==> src/hw/conv_defines.svh <==
`ifndef CONV_DEFINES_SVH
`define CONV_DEFINES_SVH

`default_nettype none

// image side length, square frames
`define IMG_WIDTH 8
`define OUT_CH    2

// field widths
`define PIX_W     8
`define COEF_W    8
`define BIAS_W    16
`define ACC_W     20

// 3x3 kernel
`define TAPS      9

`default_nettype wire

`endif

==> src/hw/conv_pkg.sv <==
`include "conv_defines.svh"
`default_nettype none

package conv_pkg;

	typedef logic signed [`PIX_W-1:0] pixel_t;
	typedef logic [`BIAS_W-1:0] coef_word_t;
	// low bits of a coefficient word
	typedef logic signed [`COEF_W-1:0] weight_t;
	typedef logic signed [`BIAS_W-1:0] bias_t;
	typedef logic signed [`ACC_W-1:0] acc_t;
	typedef logic [$clog2(`IMG_WIDTH)-1:0] pos_t;

	// [row][col], row 0 oldest
	typedef pixel_t [0:2][0:2] window_t;

	// [channel][tap], tap k at row k/3, col k%3
	typedef weight_t [`OUT_CH-1:0][`TAPS-1:0] weights_t;
	typedef bias_t [`OUT_CH-1:0] biases_t;

	// channel 0 in the low bits
	typedef acc_t [`OUT_CH-1:0] result_t;

endpackage

`default_nettype wire

==> src/hw/window_if.sv <==
`default_nettype none
`timescale 1ns/1ns

interface window_if;

	logic valid;
	logic ready;
	conv_pkg::window_t win;
	// top-left pixel of the window
	conv_pkg::pos_t row;
	conv_pkg::pos_t col;

	modport src (
		output valid,
		output win,
		output row,
		output col,
		input  ready
	);

	modport dst (
		input  valid,
		input  win,
		input  row,
		input  col,
		output ready
	);

endinterface

`default_nettype wire

==> src/hw/coef_chain.sv <==
`default_nettype none
`timescale 1ns/1ns

module coef_chain #(
	parameter type T = logic [7:0],
	parameter int DEPTH = 2
) (
	input  logic clk,
	input  logic rst,
	input  logic load,
	input  T     din,
	output T     entries [DEPTH],
	output logic full
);

	logic [$clog2(DEPTH+1)-1:0] fill_cnt;
	logic shift;

	assign full = (fill_cnt == DEPTH);
	assign shift = load && !full;

	always_ff @(posedge clk or posedge rst)
	begin
		if (rst)
		begin
			fill_cnt <= '0;
		end
		else if (shift)
		begin
			fill_cnt <= fill_cnt + 1'b1;
		end
	end

	// new word enters at the top, first word ends up in entry 0
	always_ff @(posedge clk)
	begin
		if (shift)
		begin
			entries[DEPTH-1] <= din;
			for (int i = 0; i < DEPTH - 1; i++)
			begin
				entries[i] <= entries[i+1];
			end
		end
	end

endmodule

`default_nettype wire

==> src/hw/coef_regs.sv <==
`include "conv_defines.svh"
`default_nettype none
`timescale 1ns/1ns

module coef_regs (
	input  logic                  clk,
	input  logic                  rst,
	input  logic                  coef_valid,
	output logic                  coef_ready,
	input  conv_pkg::coef_word_t  coef_data,
	output conv_pkg::weights_t    weights,
	output conv_pkg::biases_t     biases,
	output logic                  coef_loaded
);

	conv_pkg::weight_t weight_flat [`OUT_CH*`TAPS];
	conv_pkg::bias_t bias_flat [`OUT_CH];
	logic accept;
	logic weights_full;
	logic biases_full;

	// stream closes for good once the last bias is in
	assign coef_ready = !biases_full;
	assign coef_loaded = biases_full;
	assign accept = coef_valid && coef_ready;

	coef_chain #(
		.T(conv_pkg::weight_t),
		.DEPTH(`OUT_CH*`TAPS)
	) weight_chain (
		.clk(clk),
		.rst(rst),
		.load(accept && !weights_full),
		.din(conv_pkg::weight_t'(coef_data[`COEF_W-1:0])),
		.entries(weight_flat),
		.full(weights_full)
	);

	// biases follow the weights
	coef_chain #(
		.T(conv_pkg::bias_t),
		.DEPTH(`OUT_CH)
	) bias_chain (
		.clk(clk),
		.rst(rst),
		.load(accept && weights_full),
		.din(conv_pkg::bias_t'(coef_data)),
		.entries(bias_flat),
		.full(biases_full)
	);

	// channel by channel, taps row-major
	always_comb
	begin
		for (int c = 0; c < `OUT_CH; c++)
		begin
			biases[c] = bias_flat[c];
			for (int t = 0; t < `TAPS; t++)
			begin
				weights[c][t] = weight_flat[c*`TAPS+t];
			end
		end
	end

endmodule

`default_nettype wire

==> src/hw/line_window.sv <==
`include "conv_defines.svh"
`default_nettype none
`timescale 1ns/1ns

module line_window (
	input  logic              clk,
	input  logic              rst,
	input  logic              enable,
	input  logic              pix_valid,
	output logic              pix_ready,
	input  conv_pkg::pixel_t  pix_data,
	window_if.src             win_out
);

	localparam int LINE_DEPTH = `IMG_WIDTH - 3;
	localparam conv_pkg::pos_t LAST_POS = conv_pkg::pos_t'(`IMG_WIDTH - 1);

	conv_pkg::pixel_t line0 [LINE_DEPTH];
	conv_pkg::pixel_t line1 [LINE_DEPTH];
	conv_pkg::window_t win_q;
	conv_pkg::pos_t col_cnt;
	conv_pkg::pos_t row_cnt;
	logic pix_accept;
	logic win_done;

	// window regs double as the output register, so they hold while it waits
	assign pix_ready = enable && (!win_out.valid || win_out.ready);
	assign pix_accept = pix_valid && pix_ready;
	assign win_done = (row_cnt >= 2) && (col_cnt >= 2);
	assign win_out.win = win_q;

	// column shift regs plus row delay lines
	always_ff @(posedge clk)
	begin
		if (pix_accept)
		begin
			for (int r = 0; r < 3; r++)
			begin
				win_q[r][0] <= win_q[r][1];
				win_q[r][1] <= win_q[r][2];
			end
			win_q[2][2] <= pix_data;
			win_q[1][2] <= line1[LINE_DEPTH-1];
			win_q[0][2] <= line0[LINE_DEPTH-1];
			line1[0] <= win_q[2][0];
			line0[0] <= win_q[1][0];
			for (int i = 1; i < LINE_DEPTH; i++)
			begin
				line1[i] <= line1[i-1];
				line0[i] <= line0[i-1];
			end
		end
	end

	// raster position of the incoming pixel
	always_ff @(posedge clk or posedge rst)
	begin
		if (rst)
		begin
			col_cnt <= '0;
			row_cnt <= '0;
		end
		else if (pix_accept)
		begin
			if (col_cnt == LAST_POS)
			begin
				col_cnt <= '0;
				if (row_cnt == LAST_POS)
					row_cnt <= '0;
				else
					row_cnt <= row_cnt + 1'b1;
			end
			else
			begin
				col_cnt <= col_cnt + 1'b1;
			end
		end
	end

	always_ff @(posedge clk or posedge rst)
	begin
		if (rst)
		begin
			win_out.valid <= 1'b0;
		end
		else if (pix_accept)
		begin
			win_out.valid <= win_done;
		end
		else if (win_out.ready)
		begin
			win_out.valid <= 1'b0;
		end
	end

	// top-left corner of the finished window
	always_ff @(posedge clk)
	begin
		if (pix_accept && win_done)
		begin
			win_out.row <= row_cnt - 2'd2;
			win_out.col <= col_cnt - 2'd2;
		end
	end

endmodule

`default_nettype wire

==> src/hw/conv_mac.sv <==
`include "conv_defines.svh"
`default_nettype none
`timescale 1ns/1ns

module conv_mac (
	input  logic                clk,
	input  logic                rst,
	window_if.dst               win_in,
	input  conv_pkg::weights_t  weights,
	input  conv_pkg::biases_t   biases,
	output logic                out_valid,
	input  logic                out_ready,
	output conv_pkg::result_t   out_data,
	output conv_pkg::pos_t      out_row,
	output conv_pkg::pos_t      out_col,
	output logic                frame_done
);

	localparam conv_pkg::pos_t LAST_POS = conv_pkg::pos_t'(`IMG_WIDTH - 3);

	typedef logic signed [`PIX_W+`COEF_W-1:0] prod_t;

	prod_t prod_q [`OUT_CH][`TAPS];
	conv_pkg::pos_t prod_row;
	conv_pkg::pos_t prod_col;
	logic prod_valid;
	logic prod_take;
	logic out_take;
	conv_pkg::result_t sum_d;

	// nine products plus bias, balanced tree
	function automatic conv_pkg::acc_t adder_tree(input prod_t p [`TAPS],
		input conv_pkg::bias_t b);
		conv_pkg::acc_t s0;
		conv_pkg::acc_t s1;
		conv_pkg::acc_t s2;
		conv_pkg::acc_t s3;
		conv_pkg::acc_t t0;
		conv_pkg::acc_t t1;
		conv_pkg::acc_t tail;
		s0 = p[0] + p[1];
		s1 = p[2] + p[3];
		s2 = p[4] + p[5];
		s3 = p[6] + p[7];
		tail = p[8] + b;
		t0 = s0 + s1;
		t1 = s2 + s3;
		return t0 + t1 + tail;
	endfunction

	// a stage moves when empty or when the next one takes its item
	assign out_take = !out_valid || out_ready;
	assign prod_take = !prod_valid || out_take;
	assign win_in.ready = prod_take;

	always_ff @(posedge clk or posedge rst)
	begin
		if (rst)
		begin
			prod_valid <= 1'b0;
			out_valid <= 1'b0;
		end
		else
		begin
			if (prod_take)
				prod_valid <= win_in.valid;
			if (out_take)
				out_valid <= prod_valid;
		end
	end

	// product stage
	always_ff @(posedge clk)
	begin
		if (prod_take && win_in.valid)
		begin
			for (int c = 0; c < `OUT_CH; c++)
			begin
				for (int t = 0; t < `TAPS; t++)
				begin
					prod_q[c][t] <= $signed(win_in.win[t/3][t%3]) * $signed(weights[c][t]);
				end
			end
			prod_row <= win_in.row;
			prod_col <= win_in.col;
		end
	end

	always_comb
	begin
		for (int c = 0; c < `OUT_CH; c++)
		begin
			sum_d[c] = adder_tree(prod_q[c], biases[c]);
		end
	end

	// sum stage, also the output register
	always_ff @(posedge clk)
	begin
		if (out_take && prod_valid)
		begin
			out_data <= sum_d;
			out_row <= prod_row;
			out_col <= prod_col;
		end
	end

	// last window of the frame leaving
	assign frame_done = out_valid && out_ready && (out_row == LAST_POS) && (out_col == LAST_POS);

endmodule

`default_nettype wire

==> src/hw/conv_top.sv <==
`default_nettype none
`timescale 1ns/1ns

module conv_top (
	input  logic                  clk,
	input  logic                  rst,

	input  logic                  coef_valid,
	output logic                  coef_ready,
	input  conv_pkg::coef_word_t  coef_data,

	input  logic                  pix_valid,
	output logic                  pix_ready,
	input  conv_pkg::pixel_t      pix_data,

	output logic                  out_valid,
	input  logic                  out_ready,
	output conv_pkg::result_t     out_data,
	output conv_pkg::pos_t        out_row,
	output conv_pkg::pos_t        out_col,
	output logic                  frame_done
);

	conv_pkg::weights_t weights;
	conv_pkg::biases_t biases;
	logic coef_loaded;

	window_if win_bus ();

	coef_regs u_coef_regs (
		.clk(clk),
		.rst(rst),
		.coef_valid(coef_valid),
		.coef_ready(coef_ready),
		.coef_data(coef_data),
		.weights(weights),
		.biases(biases),
		.coef_loaded(coef_loaded)
	);

	// pixels held off until all coefficients are in
	line_window u_line_window (
		.clk(clk),
		.rst(rst),
		.enable(coef_loaded),
		.pix_valid(pix_valid),
		.pix_ready(pix_ready),
		.pix_data(pix_data),
		.win_out(win_bus.src)
	);

	conv_mac u_conv_mac (
		.clk(clk),
		.rst(rst),
		.win_in(win_bus.dst),
		.weights(weights),
		.biases(biases),
		.out_valid(out_valid),
		.out_ready(out_ready),
		.out_data(out_data),
		.out_row(out_row),
		.out_col(out_col),
		.frame_done(frame_done)
	);

endmodule

`default_nettype wire

==> config.mk <==
export PLATFORM = sky130hd
export DESIGN_NAME = conv_top
export DESIGN_NICKNAME = d
export VERILOG_FILES = /design/src/hw/conv_pkg.sv /design/src/hw/window_if.sv /design/src/hw/coef_chain.sv /design/src/hw/coef_regs.sv /design/src/hw/line_window.sv /design/src/hw/conv_mac.sv /design/src/hw/conv_top.sv
export VERILOG_INCLUDE_DIRS = /design/src /design/src/hw
export SDC_FILE = /design/constraint.sdc
export NUM_CORES = 2
export LEC_CHECK = 0
export BUFFER_PORTS_ARGS = -buffer_cell sky130_fd_sc_hd__buf_2
export CELL_PAD_IN_SITES_DETAIL_PLACEMENT = 1
export CELL_PAD_IN_SITES_GLOBAL_PLACEMENT = 2
export CORE_ASPECT_RATIO = 2
export CORE_UTILIZATION = 38
export DETAILED_ROUTE_END_ITERATION = 10
export PLACE_DENSITY = 0.71
export SYNTH_ARGS = -nofsm -noshare
export SYNTH_HDL_FRONTEND = slang
export SYNTH_SLANG_ARGS = --single-unit
==> constraint.sdc <==
create_clock -name clk -period 17.6 [get_ports clk]
set_input_delay 2.64 -clock clk [delete_from_list [all_inputs] [get_ports clk]]
set_output_delay 2.64 -clock clk [all_outputs]
set_load 0.01 [all_outputs]
# After elaboration in Yosys (flattened, before gate mapping)
# Memories as Yosys holds them, arrays and structs flattened. A register that Yosys moved wholly into a read port is not among the register bits.
# Index checks and enable logic that the tools add are counted.
[word_totals] regBits=306 mem_bits_rw=368 input_bits=29 out_inout_bits=50 wordCells=127 n_memories=3
[op_classes] add_sub_neg=24 multipliers=18 magnitude_cmp=2 eq_ne=6 mux=8 n_reduce_logical=24
[mem_list] name="u_conv_mac.prod_q" depth=2 width=144 read_ports=2 rd_clocked_by_memory_dff=0 write_ports=2 line_no="conv_mac.sv:23" text="prod_t prod_q [`OUT_CH][`TAPS];"
[mem_list] name="u_line_window.line0" depth=5 width=8 read_ports=5 rd_clocked_by_memory_dff=1 write_ports=5 line_no="line_window.sv:18" text="conv_pkg::pixel_t line0 [LINE_DEPTH];"
[mem_list] name="u_line_window.line1" depth=5 width=8 read_ports=5 rd_clocked_by_memory_dff=1 write_ports=5 line_no="line_window.sv:19" text="conv_pkg::pixel_t line1 [LINE_DEPTH];"
[op_table] cell="8-bit by 8-bit multiplier with 16-bit output" n=18
[op_table] cell="16-bit by 16-bit adder with 17-bit output" n=10
[op_table] cell="20-bit adder" n=8
[op_table] cell="1-bit logical AND" n=14
[op_table] cell="3-bit equality test, second input constant" n=4
[op_table] cell="3-bit by 1-bit adder with 3-bit output, second input constant" n=2
[op_table] cell="3-bit by 2-bit greater-or-equal comparator with 1-bit output, second input constant" n=2
[op_table] cell="1-bit 2-to-1 mux" n=6
[op_table] cell="3-bit 2-to-1 mux" n=2
[op_table] cell="3-bit by 2-bit subtractor with 3-bit output, second input constant" n=2
[op_table] cell="5-bit by 1-bit adder with 5-bit output, second input constant" n=1
[op_table] cell="5-bit equality test, second input constant" n=1
[op_table] cell="1-bit zero test" n=5
[op_table] cell="1-bit logical OR" n=3
[op_table] cell="2-bit by 1-bit adder with 2-bit output, second input constant" n=1
[op_table] cell="2-bit equality test, second input constant" n=1
[op_table] cell="2-bit AND reduction" n=1
[op_table] cell="2-bit nonzero test" n=1

# Logic depth before layout (Yosys ltp)
[depth] depth_word=8 depth_mapped=23 mapped_depth_nobuf=23

# Modules after synthesis
# A second synthesis with hierarchy kept.
[unflattened] hier_cells=6482 area_unflattened_um2=73265.3
[modules_own_cells] module="conv_mac" n_inst=1 cells_per_inst=6065 area_per_inst_um2=62373.6 seq_area_each_um2=10259.8
[modules_own_cells] module="line_window" n_inst=1 cells_per_inst=206 area_per_inst_um2=5220.0 seq_area_each_um2=4919.7
[modules_own_cells] module="coef_chain at u_coef_regs.weight_chain" n_inst=1 cells_per_inst=167 area_per_inst_um2=4584.4 seq_area_each_um2=4449.3
[modules_own_cells] module="coef_chain at u_coef_regs.bias_chain" n_inst=1 cells_per_inst=41 area_per_inst_um2=1067.3 seq_area_each_um2=1011.0
[modules_own_cells] module="coef_regs" n_inst=1 cells_per_inst=3 area_per_inst_um2=20.0 seq_area_each_um2=0.0

# Worst setup path after synthesis
# No wires, ideal clock.
[synth_path] path_type="input to register" startpoint="in coef_valid" endpoint="reg u_coef_regs.weight_chain.fill_cnt[3]" setup_time_ns=0.123 arrival_time_ns=14.483 required_time_ns=17.477 path_slack_ns=2.995 stages=3 n_path_buf=0 path_cell_list="nor3b_1 > nand4_1 > xnor2_1"
[synth_via] elab_chain_cells=3
[synth_lines] element="start, declared" line_no="conv_top.sv:8" text="input logic coef_valid,"
[synth_lines] element="1-bit logical AND" line_no="coef_regs.sv:25" text="assign accept = coef_valid && coef_ready;"
[synth_lines] element="1-bit logical AND" line_no="coef_regs.sv:33" text=".load(accept && !weights_full),"
[synth_lines] element="1-bit logical AND" line_no="coef_chain.sv:20" text="assign shift = load && !full;"
[synth_lines] element="end signal, assigned" line_no="coef_chain.sv:30" text="fill_cnt <= fill_cnt + 1'b1;"
[synth_lines] element="end, declared" line_no="coef_chain.sv:16" text="logic [$clog2(DEPTH+1)-1:0] fill_cnt;"
# Every way passes these cells.
# A chain may end at the register's enable or synchronous reset.

# Worst setup path in the final report
[layout_path] startpoint="in out_ready" endpoint="out pix_ready"
[layout_via] elab_chain_cells=4
[layout_lines] element="start, declared" line_no="conv_top.sv:17" text="input logic out_ready,"
[layout_lines] element="1-bit logical OR" line_no="conv_mac.sv:52" text="assign out_take = !out_valid || out_ready;"
[layout_lines] element="1-bit logical OR" line_no="conv_mac.sv:53" text="assign prod_take = !prod_valid || out_take;"
[layout_lines] element="1-bit logical OR" line_no="line_window.sv:27" text="assign pix_ready = enable && (!win_out.valid || win_out.ready);"
[layout_lines] element="1-bit logical AND" line_no="line_window.sv:27"
[layout_lines] element="end, declared" line_no="conv_top.sv:13" text="output logic pix_ready,"
# Every way passes these cells.

==> flow_summary.rst <==
.. list-table::
   :header-rows: 1

   * - Metric
     - Value
   * - Run status
     - complete, no violations
   * - Startpoint of the lowest-slack hold path
     - u_line_window.line0[3][2]$_DFFE_PP_
   * - Finished Core Util
     - 0.412
   * - Global-route wire length before repair
     - between 300000 and 400000 um
   * - GRT Util Overall
     - 0.218
   * - Setup repair after global routing missed its margin
     - no
   * - Post-layout net count
     - about 9000
   * - Share of the yosys chip area belonging to registers
     - 0.271
   * - Detailed Routing Iterations Pass 1
     - 5
   * - Number of cells traversed by the worst hold path
     - 0
   * - Final setup TNS
     - 0 ns
   * - Skew-Pair Late Insertion Delay
     - roughly 0.7 ns
   * - Max frequency
     - 165 MHz
   * - Endpoint kind of the worst setup timing path
     - output pin
   * - Final number of hold-violating endpoints
     - 0
   * - Kind of launch point of the worst setup path
     - primary input
   * - Number of synthesized flops with an enable pin
     - just under 700
   * - Total number of H-tree levels
     - 3
   * - Residual DRC
     - 0
   * - Floorplan Core Area
     - between 150000 and 200000 um^2
   * - Maximum fanout count along the critical path
     - 5
   * - Path depth of the worst reg2reg path
     - 20
   * - Port Buf Inserts
     - 78
   * - Cell Area, Synth
     - 76100 um^2
   * - Yosys warnings
     - 0
   * - Startpoint of the worst register-to-register path
     - u_conv_mac.prod_q[0][48]$_DFFE_PP_
   * - Antenna violations before repair
     - 9
   * - Met2 capacity usage during global routing
     - 0.450
   * - Clock slew at reported path FFs
     - 0.07 ns
   * - Number of pins with negative max-slew slack in the final report
     - 0
   * - Kind of critical path
     - primary input to output pin
   * - Via count
     - ~50000
   * - Largest net degree at the start of global routing
     - 86
   * - Total global routing overflow
     - 0
   * - Most area-consuming cells after synthesis
     - sky130_fd_sc_hd__fa_1 (29%), sky130_fd_sc_hd__edfxtp_1 (27%), sky130_fd_sc_hd__ha_1 (12%)
   * - Fraction of layout instances using a drive strength above 1
     - 0.0384
   * - Master cell of the clock root buffer
     - sky130_fd_sc_hd__clkbuf_16
   * - Worst Hold Slack
     - 0.411 ns
   * - Min Tclk post-route
     - 6.07 ns
   * - Reg2reg end
     - u_conv_mac.out_data[18]$_DFFE_PP_
   * - Number of max-capacitance violations reported
     - 0
   * - Row count
     - around 230
   * - Yosys top cell by area
     - sky130_fd_sc_hd__fa_1
   * - Vias per std cell
     - between 5 and 6
   * - Met1 usage in global routing
     - 0.218
   * - Most used DFF post-synth
     - sky130_fd_sc_hd__edfxtp_1
   * - Register-to-register setup slack
     - 11.56 ns
   * - Proportion of synthesized flip-flops having asynchronous set or reset
     - 0.0232
   * - Number of setup violations in the final report
     - 0
   * - Post-CTS setup repair buffer count
     - 0
   * - Register bit count reported by yosys
     - between 600 and 700
   * - Number of global-route vias before repair
     - ~58000
   * - Die outline width
     - around 320 um
   * - Global-route met3 utilization
     - 0.0140
   * - Routability cong.
     - roughly 0.86
   * - Die outline area
     - just over 200000 um^2
   * - Cell type of the slowest stage on the worst timing path
     - sky130_fd_sc_hd__nor2b_1
   * - Hold EP
     - u_line_window.line0[4][2]$_DFFE_PP_
   * - HPWL Detailed
     - roughly 180000 um
   * - CP Data Required Time
     - between 10 and 15 ns
   * - Synth-to-layout area growth
     - 7.87%
   * - Fraction of post-synthesis cell area in the top cell type by area
     - 0.291
   * - Cell-by-cell trace of the critical path
     - buf_2, nor2b_1, a31oi_1, buf_2
   * - Number of nets in the synthesized netlist
     - 8906
   * - DRT iter0 DRCs
     - between 1500 and 2000
   * - Synthesized netlist cell count
     - about 7000
   * - Longest Clk Path Bufs
     - 3
   * - Total wire length
     - roughly 210000 um
   * - WP buf/inv
     - 2
   * - GR peak layer
     - met2
   * - Average wire per standard cell
     - between 20 and 25 um
   * - Max incr delay on CP
     - roughly 0.36 ns
   * - I/O pin cnt
     - 79
   * - Initial core utilization
     - 0.382
   * - Clock tree from TritonCTS
     - yes
   * - Arrival time worst endpoint
     - approximately 3.4 ns
   * - Max transition margin
     - 0.199
   * - Vertical extent of the die
     - 635 um
   * - Worst Hold Class
     - register to register
   * - Slew at the pin closest to its max-slew limit
     - ~1.2 ns
   * - Final clock skew
     - 0.0288 ns
   * - Hold buffers post-CTS
     - 0
   * - Largest delay contributor family on the critical path
     - simple AND/OR/NAND/NOR gates
   * - Crit share post-route
     - 0.345
   * - Number of buffers created by CTS
     - 76
   * - Total of cells resized after clock tree synthesis
     - 0
   * - Most common cell type on the critical path
     - sky130_fd_sc_hd__buf_2
   * - Clock sink count
     - between 600 and 700
   * - Post-route ant nets
     - 0
   * - Average size of a mapped cell
     - between 10 and 15 um^2
   * - Synth unique cells
     - 82
synth_stat cells (all sizes together) (30+ instances only):
master and count:
a21o 93, a21oi 194, and2 695, clkbuf 92, edfxtp 674, fa 1106
ha 732, inv 1430, nand2 472, nand2b 167, nand3 44, nor2 190
nor2b 67, nor3 67, o21a 44, o21ai 156, o21bai 30, xnor2 356
xor2 72
through the flow:
step,setup WS (ns),cells,cell area [um^2]
floorplan,2.99,7039,76100
global placement,11.30,9619,79600
detailed placement,11.17,9619,79600
CTS,11.47,9759,82100
global route,11.23,9760,82100
finish,11.53,9764,82100
kinds of logic after synthesis:
kind of cell | after synthesis | synth area share
flip-flops | 690 | 0.271
AO/OA/AOI/OAI | 749 | 0.0668
multiplexers | 6 | 0.000855
adder cells (fa/ha/maj) | 1838 | 0.411
buffers and inverters | 1523 | 0.0751
XOR/XNOR | 428 | 0.0492
AND/OR/NAND/NOR | 1805 | 0.126
routing by layer:
metal  vias to the layer above  wire (um)
li1                      22632          -
met1                     26116      74500
met2                       521     126000
met5                         -          0
met4                         0      10200
met3                       291       3310
layout by cell type, fill, tap and decap left out, drive strengths merged, types with 10 or more instances in the layout:
| master | instances |
|---|---|
| inv | 1443 |
| fa | 1106 |
| ha | 732 |
| and2 | 695 |
| edfxtp | 674 |
| nand2 | 472 |
| xnor2 | 356 |
| a21oi | 194 |
| nor2 | 190 |
| nand2b | 167 |
| o21ai | 156 |
| buf | 99 |
| a21o | 93 |
| clkbuf | 85 |
| xor2 | 72 |
| nor2b | 67 |
| nor3 | 67 |
| nand3 | 44 |
| o21a | 44 |
| o21bai | 30 |
| o211ai | 23 |
| a31oi | 22 |
| a21boi | 21 |
| clkinv | 21 |
| a2111oi | 19 |
| or3 | 17 |
| a211oi | 17 |
| clkinvlp | 16 |
| dfrtp | 16 |
| o31ai | 16 |
| o41ai | 16 |
| and3 | 14 |
| a311oi | 13 |
| nand3b | 12 |
| nand4 | 11 |
| a41o | 10 |
| nor3b | 10 |
final cells by class:
class	count	area, um^2
Fill cell	21861	117000
Multi-Input combinational cell	4826	49800
Sequential cell	690	20600
Inverter	1430	5370
Tap cell	2574	3220
Clock buffer	85	1960
Clock inverter	55	579
Timing Repair Buffer	99	548
Antenna cell	5	12.5
state kept, by name, summed over array words and instances (netlist names), 5 cells and up:
signal	flops
u_coef_regs.bias_chain.entries	32
u_coef_regs.weight_chain.entries	144
u_coef_regs.weight_chain.fill_cnt	5
u_conv_mac.out_data	40
u_conv_mac.prod_q	288
u_line_window.line0	40
u_line_window.line1	40
u_line_window.win_out.win	72
worst max path at each step:
stage               cells past startpoint  slack, ns                                          endpoint                               start
floorplan                               3       2.99  u_coef_regs.weight_chain.fill_cnt[3]$_DFFE_PP0P_                          coef_valid
detailed placement                      7      11.17                 u_conv_mac.prod_q[1][1]$_DFFE_PP_                           out_ready
global placement                        7      11.30                u_conv_mac.prod_q[1][21]$_DFFE_PP_                           out_ready
global route                           20      11.23                 u_conv_mac.out_data[18]$_DFFE_PP_  u_conv_mac.prod_q[0][64]$_DFFE_PP_
finish                                  4      11.53                                         pix_ready                           out_ready
CTS                                    20      11.47                 u_conv_mac.out_data[18]$_DFFE_PP_  u_conv_mac.prod_q[0][48]$_DFFE_PP_
Power is not shown: default switching activity piles up to over one toggle a cycle in this logic, so the estimate is an artifact.
